--- src/mvm_pkg.sv ---
`default_nettype none

package mvm_pkg;

    // --------------------------------------------------
    // widths
    // --------------------------------------------------
    localparam int DATA_W     = 32;  // data and accumulator word.
    localparam int MAT_ADDR_W = 7;   // weight / column address.
    localparam int VLEN_W     = 8;   // holds 1 to 128.
    localparam int RES_IDX_W  = 3;   // result row index.
    localparam int ADR_W      = 16;  // wishbone byte address.
    localparam int SEL_W      = DATA_W / 8;
    localparam int CORE_W     = 4;   // core select, up to 16 cores.

    // --------------------------------------------------
    // byte address map
    // --------------------------------------------------
    localparam logic [ADR_W-1:0] ADR_CTRL        = 16'h0000;  // bit 0 start.
    localparam logic [ADR_W-1:0] ADR_STATUS      = 16'h0004;  // bit 0 busy, bit 1 done.
    localparam logic [ADR_W-1:0] ADR_VLEN        = 16'h0008;
    localparam logic [ADR_W-1:0] ADR_RESULT_BASE = 16'h0100;  // one word per row.
    localparam logic [ADR_W-1:0] ADR_VEC_BASE    = 16'h0200;  // one word per element.
    localparam logic [ADR_W-1:0] ADR_MAT_BASE    = 16'h1000;
    localparam logic [ADR_W-1:0] MAT_CORE_STRIDE = 16'h0200;  // one row per core.

    // weight pair write, odd column in the high half
    typedef struct packed {
        logic                    valid;
        logic [CORE_W-1:0]       core;
        logic [MAT_ADDR_W-1:0]   addr;  // even column.
        logic [2*DATA_W-1:0]     data;
    } mat_wr_t;

    // broadcast from the sequencer to every core
    typedef struct packed {
        logic                    init;
        logic                    exec;
        logic [MAT_ADDR_W-1:0]   mat_addr;
        logic                    update;
        logic                    out_period;
    } exec_ctl_t;

    // wishbone classic request, host side
    typedef struct packed {
        logic                    cyc;
        logic                    stb;
        logic                    we;
        logic [ADR_W-1:0]        adr;
        logic [DATA_W-1:0]       dat_w;
        logic [SEL_W-1:0]        sel;
    } wb_req_t;

endpackage

`default_nettype wire

--- src/mvm_sequencer.sv ---
`timescale 1ns/10ps
`default_nettype none

module mvm_sequencer #(
    parameter int NUM_CORES = 8
) (
    input  wire                           clk,
    input  wire                           arst_n,
    input  logic                          start,
    input  logic [mvm_pkg::VLEN_W-1:0]    vlen,
    output mvm_pkg::exec_ctl_t            ctl,
    output logic                          busy,
    output logic                          done
);

    import mvm_pkg::*;

    // holds both the drain length and NUM_CORES-1
    localparam int CNT_W = (NUM_CORES > 2) ? $clog2(NUM_CORES) : 1;

    typedef enum logic [1:0] {
        S_IDLE,
        S_RUN,
        S_DRAIN,
        S_SHIFT
    } state_t;

    state_t            state;
    logic [VLEN_W-1:0] col;       // current column.
    logic [VLEN_W-1:0] vlen_q;
    logic [CNT_W-1:0]  cnt;       // drain / shift cycles.
    logic              init_q;
    logic              exec_q;
    logic              update_q;
    logic              out_q;
    logic              done_q;

    always_ff @(posedge clk or negedge arst_n) begin
        if (!arst_n) begin
            state    <= S_IDLE;
            col      <= '0;
            vlen_q   <= '0;
            cnt      <= '0;
            init_q   <= 1'b0;
            exec_q   <= 1'b0;
            update_q <= 1'b0;
            out_q    <= 1'b0;
            done_q   <= 1'b0;
        end else begin
            init_q   <= 1'b0;
            update_q <= 1'b0;
            case (state)
                S_IDLE: begin
                    if (start) begin
                        state  <= S_RUN;
                        init_q <= 1'b1;
                        exec_q <= 1'b1;  // column 0 goes out with init.
                        col    <= '0;
                        vlen_q <= vlen;
                        done_q <= 1'b0;
                    end
                end
                S_RUN: begin
                    // a length of zero runs as one.
                    if (col + 1'b1 >= vlen_q) begin
                        exec_q <= 1'b0;
                        cnt    <= '0;
                        state  <= S_DRAIN;
                    end else begin
                        col <= col + 1'b1;
                    end
                end
                S_DRAIN: begin
                    // two idle cycles, the last product lands in the third.
                    if (cnt == CNT_W'(1)) begin
                        update_q <= 1'b1;
                        out_q    <= 1'b1;
                        cnt      <= '0;
                        state    <= S_SHIFT;
                    end else begin
                        cnt <= cnt + 1'b1;
                    end
                end
                S_SHIFT: begin
                    if (cnt == CNT_W'(NUM_CORES - 1)) begin
                        out_q  <= 1'b0;
                        done_q <= 1'b1;
                        state  <= S_IDLE;
                    end else begin
                        cnt <= cnt + 1'b1;
                    end
                end
                default: state <= S_IDLE;
            endcase
        end
    end

    assign ctl.init       = init_q;
    assign ctl.exec       = exec_q;
    assign ctl.mat_addr   = col[MAT_ADDR_W-1:0];
    assign ctl.update     = update_q;
    assign ctl.out_period = out_q;

    assign busy = (state != S_IDLE);
    assign done = done_q;

endmodule

`default_nettype wire

--- config.mk ---
export PLATFORM = sky130hd
export DESIGN_NAME = mvm_sequencer
export DESIGN_NICKNAME = d
export VERILOG_FILES = /design/src/mvm_pkg.sv /design/src/mvm_sequencer.sv
export SDC_FILE = /design/constraint.sdc
export NUM_CORES = 1
export LEC_CHECK = 0
export ABC_AREA = 1
export BUFFER_PORTS_ARGS = -buffer_cell sky130_fd_sc_hd__buf_4
export CORE_ASPECT_RATIO = 1.75
export CORE_MARGIN = 8
export CORE_UTILIZATION = 50
export DETAILED_ROUTE_END_ITERATION = 10
export HOLD_SLACK_MARGIN = 0.05
export PLACE_DENSITY_LB_ADDON = 0.05
export SLEW_MARGIN = 20
export SYNTH_ARGS = -nofsm -noshare
export SYNTH_HDL_FRONTEND = slang
export SYNTH_SLANG_ARGS = --single-unit
--- constraint.sdc ---
create_clock -name clk -period 3.5 [get_ports clk]
set_clock_uncertainty 0.05 [all_clocks]
set_input_delay 0.7 -clock clk [delete_from_list [all_inputs] [get_ports clk]]
set_output_delay 0.7 -clock clk [all_outputs]
set_load 0.02 [all_outputs]
**Word level (Yosys, flattened, before mapping)**

Index checks and enable logic that the tools add are counted.
Widths: inputs -> output; s select.

- Register bits after elaboration: 26
- Bits of input ports: 11
- Output and inout bits: 13
- Word-level logic and storage cells: 61

- $add $sub $neg: 2
- Magnitude comparators: 1
- Eq/ne operators: 11
- Muxes and demuxes: 25
- Reduce and logical (&&, ||, !) cells: 13

Operators by type and width:

| kind | count |
|---|---|
| $mux 8 | 2 |
| $pmux 8 s2 | 1 |
| $reduce_and 3->1 | 5 |
| $ne 2x2->1 const B | 6 |
| $mux 1 | 10 |
| $mux 3 | 3 |
| $pmux 3 s3 | 1 |
| $add 8x1->8 const B | 1 |
| $ge 8x8->1 | 1 |
| $mux 2 | 4 |
| $pmux 2 s4 | 1 |
| $reduce_bool 2->1 | 4 |
| $pmux 1 s2 | 3 |
| $eq 2x2->1 const B | 2 |
| $reduce_and 4->1 | 1 |
| $add 3x1->3 const B | 1 |
| $eq 3x1->1 const B | 1 |
| $eq 3x3->1 const B | 1 |
| $reduce_bool 3->1 | 1 |
| $eq 2x1->1 const B | 1 |
| $logic_not 2->1 | 1 |
| $reduce_and 2->1 | 1 |

**Depth between registers and ports, before layout**

Gate-level depths: netlist of run 1.

- Depth in word-level cells: 4
- Mapped depth: 17
- Depth with buffers taken out: 17

**Least setup slack after synthesis of run 1**

OpenSTA, ideal clock, no wires.

- Kind: flip-flop to flip-flop
- Start point: register col[0]
- End point: register col[5]
- Setup time: 0.117 ns
- Arrival: 1.942 ns
- Required time: 3.333 ns
- Setup slack: 1.391 ns
- Stages on the path, launching flop included: 18
- Period minus slack after synthesis: 2.109 ns
- Cells stage by stage: dfrtp_1 ha_1 nand2_1 nor2_1 nand2_1 nand2_1 nand2_1 ha_1 nand2_1 inv_2 nand2_1 nand3_1 nor2_2 nand2_4 nand2_8 nand2_4 nand2_1 nand2_1

- Longest elaborated chain between the ends: 4
- Elaborated cells between the ends (all ways): 6
- Classes of those cells: add/sub: 1; order compare: 1; eq/ne: 1; mux: 2; reduce/logical: 1

Ends and longest elaborated chain:

| item | RTL line | source |
|---|---|---|
| start, declared | mvm_sequencer.sv:29 | `logic [VLEN_W-1:0] col;` |
| start signal, assigned | mvm_sequencer.sv:70 | `col <= col + 1'b1;` |
| $add 8x1->8 * | mvm_sequencer.sv:65, mvm_sequencer.sv:70 |  |
| $ge 8x8->1 | mvm_sequencer.sv:65 | `if (col + 1'b1 >= vlen_q) begin` |
| $ne 2x2->1 (no line) | n/a |  |
| $reduce_and 3->1 (no line) | n/a |  |

Mark *: on every way between the ends. The rest lies on a longest branch, timed or not. The select of a mux whose other input is x is not followed.
A chain may end at the register's enable or synchronous reset.

**Worst setup path after layout of run 1**

- Start point: register col[0]
- End point: register col[3]

The elaborated chain is that of the path after synthesis.

==> summary.md, run 1 <==
| Metric | Value |
|---|---|
| Normalized max-slew margin | `77.3%` |
| Cell mode on critical path | `sky130_fd_sc_hd__nand2_1` |
| Cells after synthesis | `229` |
| Category of the most critical setup path | `flip-flop to flip-flop` |
| Overall routed net length | `3400 µm` |
| Number of placed instances, taps included | `284` |
| Post-Place Setup Slack | `1.17 ns` |
| Start point of the critical path | `col[0]` |
| Detail-routed via count per cell | `4.78` |
| Nature of the critical path startpoint | `flip-flop` |
| Result of the run | `finished clean` |
| DRC violation count after routing | `0` |
| Post-synthesis area per instance | `7.45 µm²` |
| Power density of the placed cells | `713 nW/µm²` |
| Count of nets left with antenna violations after detail routing | `0` |
| Count of TritonRoute iterations in the first routing pass | `4` |
| Gates resized, CTS repair | `0` |
| Cell with the largest stage delay on the worst path | `sky130_fd_sc_hd__dfrtp_1` |
| Clock buffer count from CTS | `3` |
| Arrival time of the worst setup path | `2.46 ns` |
| Share of cells above drive strength 1 | `15.7%` |
| Achievable Freq | `425 MHz` |
| Clock transition time at the flip-flop clock pins of the worst setup and hold paths | `0.08 ns` |
| Multi-input logic area | `822 µm²` |
| Number of post-CTS setup repair buffers | `0` |
| Area growth syn-to-layout | `10.5%` |
| Max_cap viols | `0` |
| Leading cell type in the layout, fill and taps excluded | `sky130_fd_sc_hd__nand2_1` |
| Kind of cell adding the most delay to the critical path | `simple AND/OR/NAND/NOR gates` |
| Kind of capture point of the worst setup path | `flip-flop` |
| Post-layout min period | `2.35 ns` |
| Die Outline Area | `5610 µm²` |
| Antenna violations before repair | `0` |
| Core area | `3330 µm²` |
| RSZ-0062 raised after global routing | `no` |
| Most used cells in the layout excluding fill and tap cells | `sky130_fd_sc_hd__nand2_1, sky130_fd_sc_hd__inv_1, sky130_fd_sc_hd__dfrtp_1` |
| Drt initial violations | `32` |
| Longest Clk Path Bufs | `2` |
| Number of distinct library cells after synthesis | `24` |
| Flip-flop and latch count after synthesis | `26` |
| Number of hold-slack violations in the final timing report | `0` |
| Antenna Diode Count | `0` |
| Sequential area share after synthesis | `38.1%` |
| Global-route total usage across every layer | `13.7%` |
| Crit path required time | `3.61 ns` |
| Count of final max-slew check failures | `0` |
| Via total after detailed routing | `1372` |
| Worst reg2reg path startpoint | `col[0]` |
| Post-cts hold buffer count | `0` |
| Detailed-route wire length per cell | `11.8 µm` |
| Number of ports placed on the die boundary | `24` |
| Chain of cells forming the critical path | `ha_1 > nand2_1 > nor2_1 > nand2_1 > nand2_1 > nand2_1 > ha_1 > nand2_1 > inv_2 > nand2_1 > nand3_1 > nor2_2 > nand2_4 > nand2_8 > nand2_4 > nand2_1 > nand2_1` |
| Total standard cell area after synthesis | `1710 µm²` |
| Setup Viol. Count Final | `0` |
| Die height | `93.3 µm` |
| HPWL after detailed placement | `2700 µm` |
| Clock sink count | `26` |
| Clock latency on the worst-skew pair | `0.27 ns` |
| Clock Tree Root | `sky130_fd_sc_hd__clkbuf_8` |
| Net count after synthesis | `257` |
| Starting density of the core | `51.3%` |
| Overall overflow remaining after global route | `0` |
| Peak supply drop | `482 µV` |
| Leakage dissipation | `1.08 nW` |
| Pin count of the biggest net entering global routing | `27` |
| Classification of the worst-slack hold path | `primary input to async pin` |
| Placer's final routability congestion estimate | `0.890` |
| Final core occ | `56.7%` |
| Maximum fanout encountered on the critical timing path | `9` |
| Transition time at the pin with the least slew margin | `0.341 ns` |
| Slowest stage delay, CP | `0.45 ns` |
| Wire length of the first global-routing pass | `5990 µm` |
| Fin worst setup slack | `1.15 ns` |
| Chip width | `60.2 µm` |
| Final worst path period share | `67.3%` |
| Fill cell instance count of the final layout | `357` |
| Worst Path Buf+Inv | `1` |
| H-Tree Depth | `1` |
| Number of global-route vias before repair | `1489` |
| Final standard cell count with taps included and fillers excluded | `287` |
| TritonCTS clock tree | `built` |
| Setup TNS | `0 ns` |
| Count of buffers inserted at the top-level ports | `23` |
| Storage element area | `651 µm²` |
| Post-layout nets | `272` |
| Site Rows | `28` |
| Warnings from Yosys | `0` |
-- flip-flops by register name, summed over array words and instances, names as in the netlist --
| signal | cells |
|---|---|
| col | 8 |
| vlen_q | 8 |
| cnt | 3 |
| state | 2 |
| done | 1 |
| exec_q | 1 |
| init_q | 1 |
| out_q | 1 |
| update_q | 1 |
-- synth_stat cells --
cell / count / area (µm²)
sky130_fd_sc_hd__ha_1: 17 / 213
sky130_fd_sc_hd__a21o_1: 1 / 7.51
sky130_fd_sc_hd__dfrtp_1: 26 / 651
sky130_fd_sc_hd__nand4_1: 2 / 12.5
sky130_fd_sc_hd__buf_2: 1 / 5.00
sky130_fd_sc_hd__nand2_1: 70 / 263
sky130_fd_sc_hd__o2bb2ai_1: 1 / 8.76
sky130_fd_sc_hd__nand2_2: 1 / 6.26
sky130_fd_sc_hd__nand3_1: 13 / 65.1
sky130_fd_sc_hd__nor3_1: 4 / 20.0
sky130_fd_sc_hd__o21ai_1: 10 / 50.1
sky130_fd_sc_hd__nand2_4: 2 / 22.5
sky130_fd_sc_hd__nor2_2: 2 / 12.5
sky130_fd_sc_hd__inv_1: 31 / 116
sky130_fd_sc_hd__nand2_8: 1 / 20.0
sky130_fd_sc_hd__clkinv_1: 2 / 7.51
sky130_fd_sc_hd__clkbuf_1: 1 / 3.75
sky130_fd_sc_hd__a21oi_1: 4 / 20.0
sky130_fd_sc_hd__nor2_1: 21 / 78.8
sky130_fd_sc_hd__buf_4: 11 / 82.6
sky130_fd_sc_hd__inv_2: 5 / 18.8
sky130_fd_sc_hd__or2_2: 1 / 6.26
sky130_fd_sc_hd__xor2_1: 1 / 8.76
sky130_fd_sc_hd__nand3b_1: 1 / 7.51
-- metrics by stage --
stage | area, µm² | total power, mW | hold slack (ns)
final | 1890 | 1.34 | 0.277
after global routing | 1890 | 1.49 | 0.296
after CTS | 1890 | 1.37 | 0.286
after detailed placement | 1840 | 1.20 | 0.435
after global placement | 1840 | 1.19 | 0.421
after floorplan | 1710 | 1.04 | 0.354
-- metal layers --
metal | GRT usage (%) | up-vias | wire [µm]
li1 | - | 719 | -
met1 | 12.9 | 629 | 1280
met2 | 26.3 | 17 | 1940
met3 | 2.61 | 7 | 115
met4 | 6.21 | 0 | 68
met5 | 0 | - | 0
-- area by class of cell --
class / count / share of cell area, %
Multi-Input combinational cell: 152 / 43.6
Sequential cell: 26 / 34.5
Timing Repair Buffer: 23 / 9.16
Inverter: 38 / 7.56
Tap cell: 45 / 2.99
Clock buffer: 3 / 2.19
-- path summary, 6_finish.rpt --
check	to	depth (start not counted)	slack (ns)
min in group clk	vlen_q[0]	2	0.45
max	col[3]	17	1.15
max reg2reg	col[3]	17	1.15
max in group asynchronous	col[0]	1	2.86
min	init_q	1	0.28
min reg2reg	vlen_q[0]	2	0.45
-- where the power goes --
group | switching (mW) | leakage [nW] | internal (mW)
combinational | 0.472 | 0.716 | 0.263
sequential | 0.0517 | 0.337 | 0.391
clock | 0.0889 | 0.0216 | 0.0771
-- kinds of logic (layout without fill, tap and decap cells) --
logic type	Yosys count	in the layout	share of synthesized area, %
buf+inv	51	64	13.7
xor+xnor	1	1	0.513
fa+ha+maj	17	17	12.5
simple gates	118	118	30.1
flops	26	26	38.1
compound gates	16	16	5.06
(Power assumes the default switching activity.)
==> run 2, diff against run 1 <==
==> constraint.sdc (replaced) <==
create_clock -name clk -period 2.4 [get_ports clk]
set_clock_uncertainty 0.05 [all_clocks]
set_input_delay 0.48 -clock clk [delete_from_list [all_inputs] [get_ports clk]]
set_output_delay 0.48 -clock clk [all_outputs]
set_load 0.02 [all_outputs]
==> run 2 against run 1 <==
  * Non-clock buffer count rose by 8
  * Setup slack worse by 1.0 ns
  * First-iteration DRC count fell by 34%
  * Total power grew 59%
  * Combinational power grew 64%
  * Critical path depth unchanged
  * Sequential power up 44%
  * Highest routed layer unchanged
==> summary.md, run 2 (synthesis gave the netlist of run 1 again) <==
| Metric | Value |
|---|---|
| Placer's final routability congestion estimate | `0.858 (-3.5%)` |
| Final std cell area, no fill | `2020 µm² (+7.0%)` |
| Maximum fanout encountered on the critical timing path | `8 (-1)` |
| Transition time at the pin with the least slew margin | `0.348 ns (+0.00674 ns)` |
| Peak supply drop | `895 µV (+86%)` |
| Longest Clk Path Bufs | `2 (unchanged)` |
| Normalized max-slew margin | `76.8% (-0.45 points)` |
| Multi-input logic area | `880 µm² (+7.0%)` |
| Number of ports placed on the die boundary | `24 (unchanged)` |
| Antenna violations before repair | `0 (unchanged)` |
| Number of hold-slack violations in the final timing report | `0 (unchanged)` |
| Clock latency on the worst-skew pair | `0.28 ns (about the same)` |
| Final core occ | `60.6% (+3.9 points)` |
| Fill cell instance count of the final layout | `304 (-15%)` |
| Nature of the critical path startpoint | `flip-flop` |
| Share of cells above drive strength 1 | `22.2% (+6.5 points)` |
| Chip width | `60.2 µm (unchanged)` |
| Classification of the worst-slack hold path | `primary input to async pin` |
| H-Tree Depth | `1 (unchanged)` |
| Post-DP Area | `1870 µm² (+1.2%)` |
| Overall overflow remaining after global route | `0 (unchanged)` |
| Pin count of the biggest net entering global routing | `27 (unchanged)` |
| Global-route total usage across every layer | `14.0% (+0.33 points)` |
| Number of global-route vias before repair | `1477 (-0.81%)` |
| HPWL after detailed placement | `2750 µm (+1.9%)` |
| Post-layout min period | `2.26 ns (-0.0971 ns)` |
| Arrival time of the worst setup path | `2.37 ns (-0.09 ns)` |
| Count of buffers inserted at the top-level ports | `23 (unchanged)` |
| Most used cells in the layout excluding fill and tap cells | `sky130_fd_sc_hd__nand2_1, sky130_fd_sc_hd__buf_4, sky130_fd_sc_hd__inv_1` |
| Wire length of the first global-routing pass | `6170 µm (+3.0%)` |
| Crit path required time | `2.52 ns (-1.09 ns)` |
| Clock sink count | `26 (unchanged)` |
| Drt initial violations | `21 (-34%)` |
| Leakage dissipation | `1.13 nW (+4.8%)` |
| Starting density of the core | `51.3% (unchanged)` |
| Clock Tree Root | `sky130_fd_sc_hd__clkbuf_8` |
| Overall routed net length | `3690 µm (+8.7%)` |
| Final worst path period share | `94.0% (+27 points)` |
| Clock transition time at the flip-flop clock pins of the worst setup and hold paths | `0.10 ns (+0.02 ns)` |
| Fin worst setup slack | `0.143 ns (-1.00 ns)` |
| Leading cell type in the layout, fill and taps excluded | `sky130_fd_sc_hd__nand2_1` |
| Max_cap viols | `0 (unchanged)` |
| Die Outline Area | `5610 µm² (unchanged)` |
| Power density of the placed cells | `1060 nW/µm² (+49%)` |
| DRC violation count after routing | `0 (unchanged)` |
| Worst-case hold slack | `0.0498 ns (-0.227 ns)` |
| Storage element area | `651 µm² (unchanged)` |
| Setup Viol. Count Final | `0 (unchanged)` |
| Top flop regs | `col (8), vlen_q (8), cnt (3)` |
| Count of TritonRoute iterations in the first routing pass | `4 (unchanged)` |
| Site Rows | `28 (unchanged)` |
| Via total after detailed routing | `1429 (+4.2%)` |
| Final standard cell count with taps included and fillers excluded | `297 (+3.5%)` |
| Core area | `3330 µm² (unchanged)` |
| Count of final max-slew check failures | `0 (unchanged)` |
| Detailed-route wire length per cell | `12.4 µm (+5.1%)` |
| Antenna Diode Count | `0 (unchanged)` |
| Die height | `93.3 µm (unchanged)` |
| TritonCTS clock tree | `built` |
| Area growth syn-to-layout | `18.2%` |
| Category of the most critical setup path | `flip-flop to flip-flop` |
| Post-Place Setup Slack | `0.161 ns (-1.01 ns)` |
| Achievable Freq | `443 MHz (+4.3%)` |
| Kind of capture point of the worst setup path | `flip-flop` |
| Number of placed instances, taps included | `287 (+1.1%)` |
| Count of nets left with antenna violations after detail routing | `0 (unchanged)` |
| Result of the run | `finished clean` |
| Detail-routed via count per cell | `4.81 (+0.65%)` |
| Clock buffer count from CTS | `3 (unchanged)` |
| Post-layout nets | `281 (+3.3%)` |
run 2: final cells by class:
cell class | instances | area share, %
multi-input cells | 153 | 43.6
inverters | 38 | 7.07
repair buffers | 31 | 11.5
clock buffers | 4 | 2.73
flip-flops and latches | 26 | 32.3
well taps | 45 | 2.79
run 2: metrics by stage:
step	power (mW)	setup TNS, ns
after floorplan	1.52	0
after CTS	2.05	0
after detailed placement	1.75	0
final	2.14	0
after global placement	1.74	0
after global routing	2.36	-0.461
run 2: metal layers:
layer | track usage [%] | vias to the layer above | wire, µm
met4 | 5.41 | 0 | 61
li1 | - | 738 | -
met2 | 26.4 | 25 | 2030
met1 | 14.4 | 660 | 1490
met5 | 0 | - | 0
met3 | 2.34 | 6 | 114
run 2: final timing paths:
kind	start	endpoint	slack [ns]	cells past startpoint
worst max-delay path	col[0]	col[3]	0.14	17
worst min-delay path	arst_n	vlen_q[6]	0.05	1
worst max register to register	col[0]	col[3]	0.14	17
worst min register to register	vlen_q[0]	vlen_q[0]	0.45	2
max in group asynchronous	arst_n	state[0]	1.98	1
min in group clk	vlen[7]	vlen_q[7]	0.36	3
run 2: critical path: stages (launching register included):
cell and delay, ns:
sky130_fd_sc_hd__dfrtp_1 0.40, sky130_fd_sc_hd__ha_2 0.20, sky130_fd_sc_hd__nand2_2 0.07, sky130_fd_sc_hd__nor2_4 0.11, sky130_fd_sc_hd__nand2_1 0.06, sky130_fd_sc_hd__nand2_1 0.08
sky130_fd_sc_hd__nand2_1 0.06, sky130_fd_sc_hd__ha_1 0.28, sky130_fd_sc_hd__nand2_2 0.08, sky130_fd_sc_hd__inv_2 0.04, sky130_fd_sc_hd__nand2_1 0.04, sky130_fd_sc_hd__nand3_1 0.08
sky130_fd_sc_hd__nor2_2 0.15, sky130_fd_sc_hd__nand2_4 0.13, sky130_fd_sc_hd__nand2_8 0.12, sky130_fd_sc_hd__nand2_8 0.07, sky130_fd_sc_hd__nand2_1 0.07, sky130_fd_sc_hd__nand2_1 0.05
run 2: what timing repair did:
action	CTS	global route
setup buffers	0	5
gates resized for setup	0	11
hold buffers	0	0
endpoints found under the setup margin	0	12
run 2: report_power, final:
group	internal, mW	switching (mW)
Clock	0.147	0.143
Sequential	0.570	0.0686
Combinational	0.449	0.764
==> run 3, diff against run 2 <==
--- a/config.mk
+++ b/config.mk
@@ -5,7 +5,6 @@
 export SDC_FILE = /design/constraint.sdc
 export NUM_CORES = 1
 export LEC_CHECK = 0
-export ABC_AREA = 1
 export BUFFER_PORTS_ARGS = -buffer_cell sky130_fd_sc_hd__buf_4
 export CORE_ASPECT_RATIO = 1.75
 export CORE_MARGIN = 8
==> run 3 against run 2 <==
  * Clock power rose by 2%
  * First-iteration DRC count is 4.8% higher
  * The run now ends with setup timing left
  * Core utilization is 6.2 points higher
  * Register-to-register slack lost 0.48 ns
  * Critical path type unchanged
  * Routed wire length grew 16%
  * Flip-flop and latch count unchanged
  * Die area rose by 0.86%
  * Non-clock buffer count grew 20
==> summary.md, run 3 <==
| Metric | Value |
|---|---|
| Fin worst setup slack | `-0.339 ns (-0.482 ns)` |
| Kind of capture point of the worst setup path | `flip-flop` |
| Cells after synthesis | `189 (-17%)` |
| Overall Power | `2.71 mW (+27%)` |
| Final worst path period share | `114% (+20 points)` |
| Leakage dissipation | `1.09 nW (-3.5%)` |
| Die Outline Area | `5660 µm² (+0.86%)` |
| Result of the run | `finished, violations left` |
| Total standard cell area after synthesis | `1730 µm² (+1.1%)` |
| Top flop regs | `col (8), vlen_q (8), cnt (3)` |
| Number of ports placed on the die boundary | `24 (unchanged)` |
| R2R setup slack | `-0.34 ns (-0.48 ns)` |
| TritonCTS clock tree | `built` |
| Chip width | `60.4 µm (+0.40%)` |
| FFs w/ async S/R, synth | `100% (unchanged)` |
| Global-route total usage across every layer | `16.3% (+2.2 points)` |
| Dominant cell type by area after synthesis | `sky130_fd_sc_hd__dfrtp_1` |
| Leading cell type in the layout, fill and taps excluded | `sky130_fd_sc_hd__buf_4` |
| Top FF cell, synth | `sky130_fd_sc_hd__dfrtp_1` |
| Clock transition time at the flip-flop clock pins of the worst setup and hold paths | `0.10 ns (about the same)` |
| Final core occ | `66.8% (+6.2 points)` |
| Power density of the placed cells | `1220 nW/µm² (+15%)` |
| Starting density of the core | `51.8% (+0.56 points)` |
| Failing checks | `setup timing` |
| Largest cells by area after synthesis | `sky130_fd_sc_hd__dfrtp_1, sky130_fd_sc_hd__ha_1, sky130_fd_sc_hd__buf_4` |
| Clock latency on the worst-skew pair | `0.28 ns (about the same)` |
| Arrival time of the worst setup path | `2.86 ns (+0.49 ns)` |
| Post-DP Area | `2040 µm² (+9.5%)` |
| Cells on worst reg2reg path | `10 (-7)` |
| DRC violation count after routing | `0 (unchanged)` |
| Overall overflow remaining after global route | `0 (unchanged)` |
| Core area | `3330 µm² (unchanged)` |
| Sequential area share after synthesis | `37.7% (-0.41 points)` |
| Clock Tree Root | `sky130_fd_sc_hd__clkbuf_8` |
| Longest Clk Path Bufs | `2 (unchanged)` |
| Final std cell area, no fill | `2220 µm² (+10%)` |
| Antenna Diode Count | `0 (unchanged)` |
| List of most frequent post-synthesis cells | `sky130_fd_sc_hd__dfrtp_1, sky130_fd_sc_hd__nand2_1, sky130_fd_sc_hd__ha_1, sky130_fd_sc_hd__inv_1, sky130_fd_sc_hd__o21ai_0` |
| Crit path required time | `2.52 ns (about the same)` |
| Post-layout nets | `256 (-8.9%)` |
| Count of TritonRoute iterations in the first routing pass | `4 (unchanged)` |
| Number of hold-slack violations in the final timing report | `0 (unchanged)` |
| Site Rows | `28 (unchanged)` |
| Detailed-route wire length per cell | `15.8 µm (+27%)` |
| Count of flip-flops with a built-in enable after synthesis | `0 (unchanged)` |
| Maximum fanout encountered on the critical timing path | `6 (-2)` |
| Worst-case hold slack | `0.0491 ns (-0.000658 ns)` |
| Dominant cell by count in the synthesized netlist | `sky130_fd_sc_hd__dfrtp_1` |
| Net count after synthesis | `217 (-16%)` |
| Flip-flop and latch count after synthesis | `26 (unchanged)` |
| Die height | `93.7 µm (+0.46%)` |
| Post-layout min period | `2.74 ns (+0.482 ns)` |
| Count of final max-slew check failures | `0 (unchanged)` |
| Number of distinct library cells after synthesis | `38 (+58%)` |
| Classification of the worst-slack hold path | `primary input to async pin` |
| Warnings from Yosys | `0 (unchanged)` |
| Top-area cell type share of the netlist area | `37.7% (-0.41 points)` |
| Crit Reg-Reg Endpoint | `col[1]` |
| H-Tree Depth | `1 (unchanged)` |
| Antenna violations before repair | `0 (unchanged)` |
| Post-synthesis area per instance | `9.13 µm² (+22%)` |
| Worst reg2reg path startpoint | `col[0]` |
| RSZ-0062 raised after global routing | `yes` |
| Critical Path Sink | `col[1]` |
| Drt initial violations | `22 (+4.8%)` |
| Most used cells in the layout excluding fill and tap cells | `sky130_fd_sc_hd__buf_4, sky130_fd_sc_hd__dfrtp_1, sky130_fd_sc_hd__nand2_1` |
| Count of buffers inserted at the top-level ports | `23 (unchanged)` |
| Area growth syn-to-layout | `28.9%` |
| Clock buffer count from CTS | `3 (unchanged)` |
| Detail-routed via count per cell | `5.48 (+14%)` |
| Normalized max-slew margin | `67.3% (-9.5 points)` |
| Category of the most critical setup path | `flip-flop to flip-flop` |
| Peak supply drop | `850 µV (-5.0%)` |
| Number of global-route vias before repair | `1569 (+6.2%)` |
| Count of nets left with antenna violations after detail routing | `0 (unchanged)` |
| Pin count of the biggest net entering global routing | `27 (unchanged)` |
| Nature of the critical path startpoint | `flip-flop` |
| Start point of the critical path | `col[0]` |
| Share of cells above drive strength 1 | `34.4% (+12 points)` |
| Wire length of the first global-routing pass | `6940 µm (+13%)` |
| Transition time at the pin with the least slew margin | `0.485 ns (+0.137 ns)` |
| Achievable Freq | `365 MHz (-18%)` |
| Via total after detailed routing | `1491 (+4.3%)` |
| Placer's final routability congestion estimate | `0.836 (-2.6%)` |
| Overall routed net length | `4290 µm (+16%)` |
| Clock sink count | `26 (unchanged)` |
| Setup Viol. Count Final | `13 (+13)` |
| Max_cap viols | `0 (unchanged)` |
| HPWL after detailed placement | `3230 µm (+17%)` |
| Post-cts hold buffer count | `0 (unchanged)` |
[run 3: routing by layer]
metal / global-route usage, % / part of all wire (%)
met1: 14.8 / 37
met2: 32.4 / 58
met3: 2.19 / 2.2
met4: 7.41 / 1.8
met5: 0 / 0
[run 3: cells by family after synthesis]
kind of cell / after synthesis / share of synthesized area [%]
and+or+nand+nor: 57 / 16.0
AOI/OAI and AO/OA: 43 / 16.4
buffers and inverters: 33 / 10.1
DFF: 26 / 37.7
adders and majority gates: 17 / 12.3
muxes: 8 / 5.00
xor gates and xnor gates: 5 / 2.54
[run 3: worst min path at each step]
| stage | startpoint | end | slack, ns | cells after the start |
|---|---|---|---|---|
| after floorplan | arst_n | cnt[0] | 0.13 | 0 |
| after global placement | arst_n | init_q | 0.36 | 1 |
| after detailed placement | arst_n | init_q | 0.37 | 1 |
| after CTS | arst_n | vlen_q[6] | 0.06 | 1 |
| after global routing | arst_n | vlen_q[6] | 0.07 | 1 |
| final | arst_n | vlen_q[6] | 0.05 | 1 |
[run 3: area by class of cell]
| cell class | instances | area (µm²) |
|---|---|---|
| tap | 45 | 56.3 |
| multi-input combinational | 130 | 1010 |
| inverter | 16 | 60.1 |
| fill | 297 | 1100 |
| clock buffer | 4 | 55.1 |
| timing repair buffer | 51 | 387 |
| sequential | 26 | 652 |
[run 3: critical path, stage by stage (launching register included)]
cell                      delay, ns
sky130_fd_sc_hd__dfrtp_1       0.42
sky130_fd_sc_hd__ha_2          0.20
sky130_fd_sc_hd__and3_4        0.19
sky130_fd_sc_hd__xor2_2        0.14
sky130_fd_sc_hd__ha_2          0.19
sky130_fd_sc_hd__or4_4         0.51
sky130_fd_sc_hd__a21oi_4       0.17
sky130_fd_sc_hd__o31ai_4       0.13
sky130_fd_sc_hd__buf_6         0.15
sky130_fd_sc_hd__and3_1        0.14
sky130_fd_sc_hd__or3_1         0.34
[run 3: repair_timing]
item | CTS | global route
pin swaps | 7 | 5
cloned | 0 | 0
hold endpoints to repair | 0 | 0
resized for setup | 7 | 9
setup endpoints to repair | 14 | 14
buffers inserted | 3 | 3
[run 3: report_power, final]
part / leakage, nW / switching [mW] / internal (mW)
Combinational: 0.730 / 0.937 / 0.792
Clock: 0.0288 / 0.150 / 0.147
Sequential: 0.328 / 0.0961 / 0.591
Total: 1.09 / 1.18 / 1.53
[run 3: through the flow]
step / worst slack [ns] / TNS, ns / std cells
floorplan: -0.284 / -2.14 / 189
global placement: -0.310 / -1.98 / 262
detailed placement: -0.415 / -3.21 / 262
CTS: -0.331 / -2.61 / 269
global route: -0.418 / -4.41 / 272
finish: -0.339 / -3.28 / 272
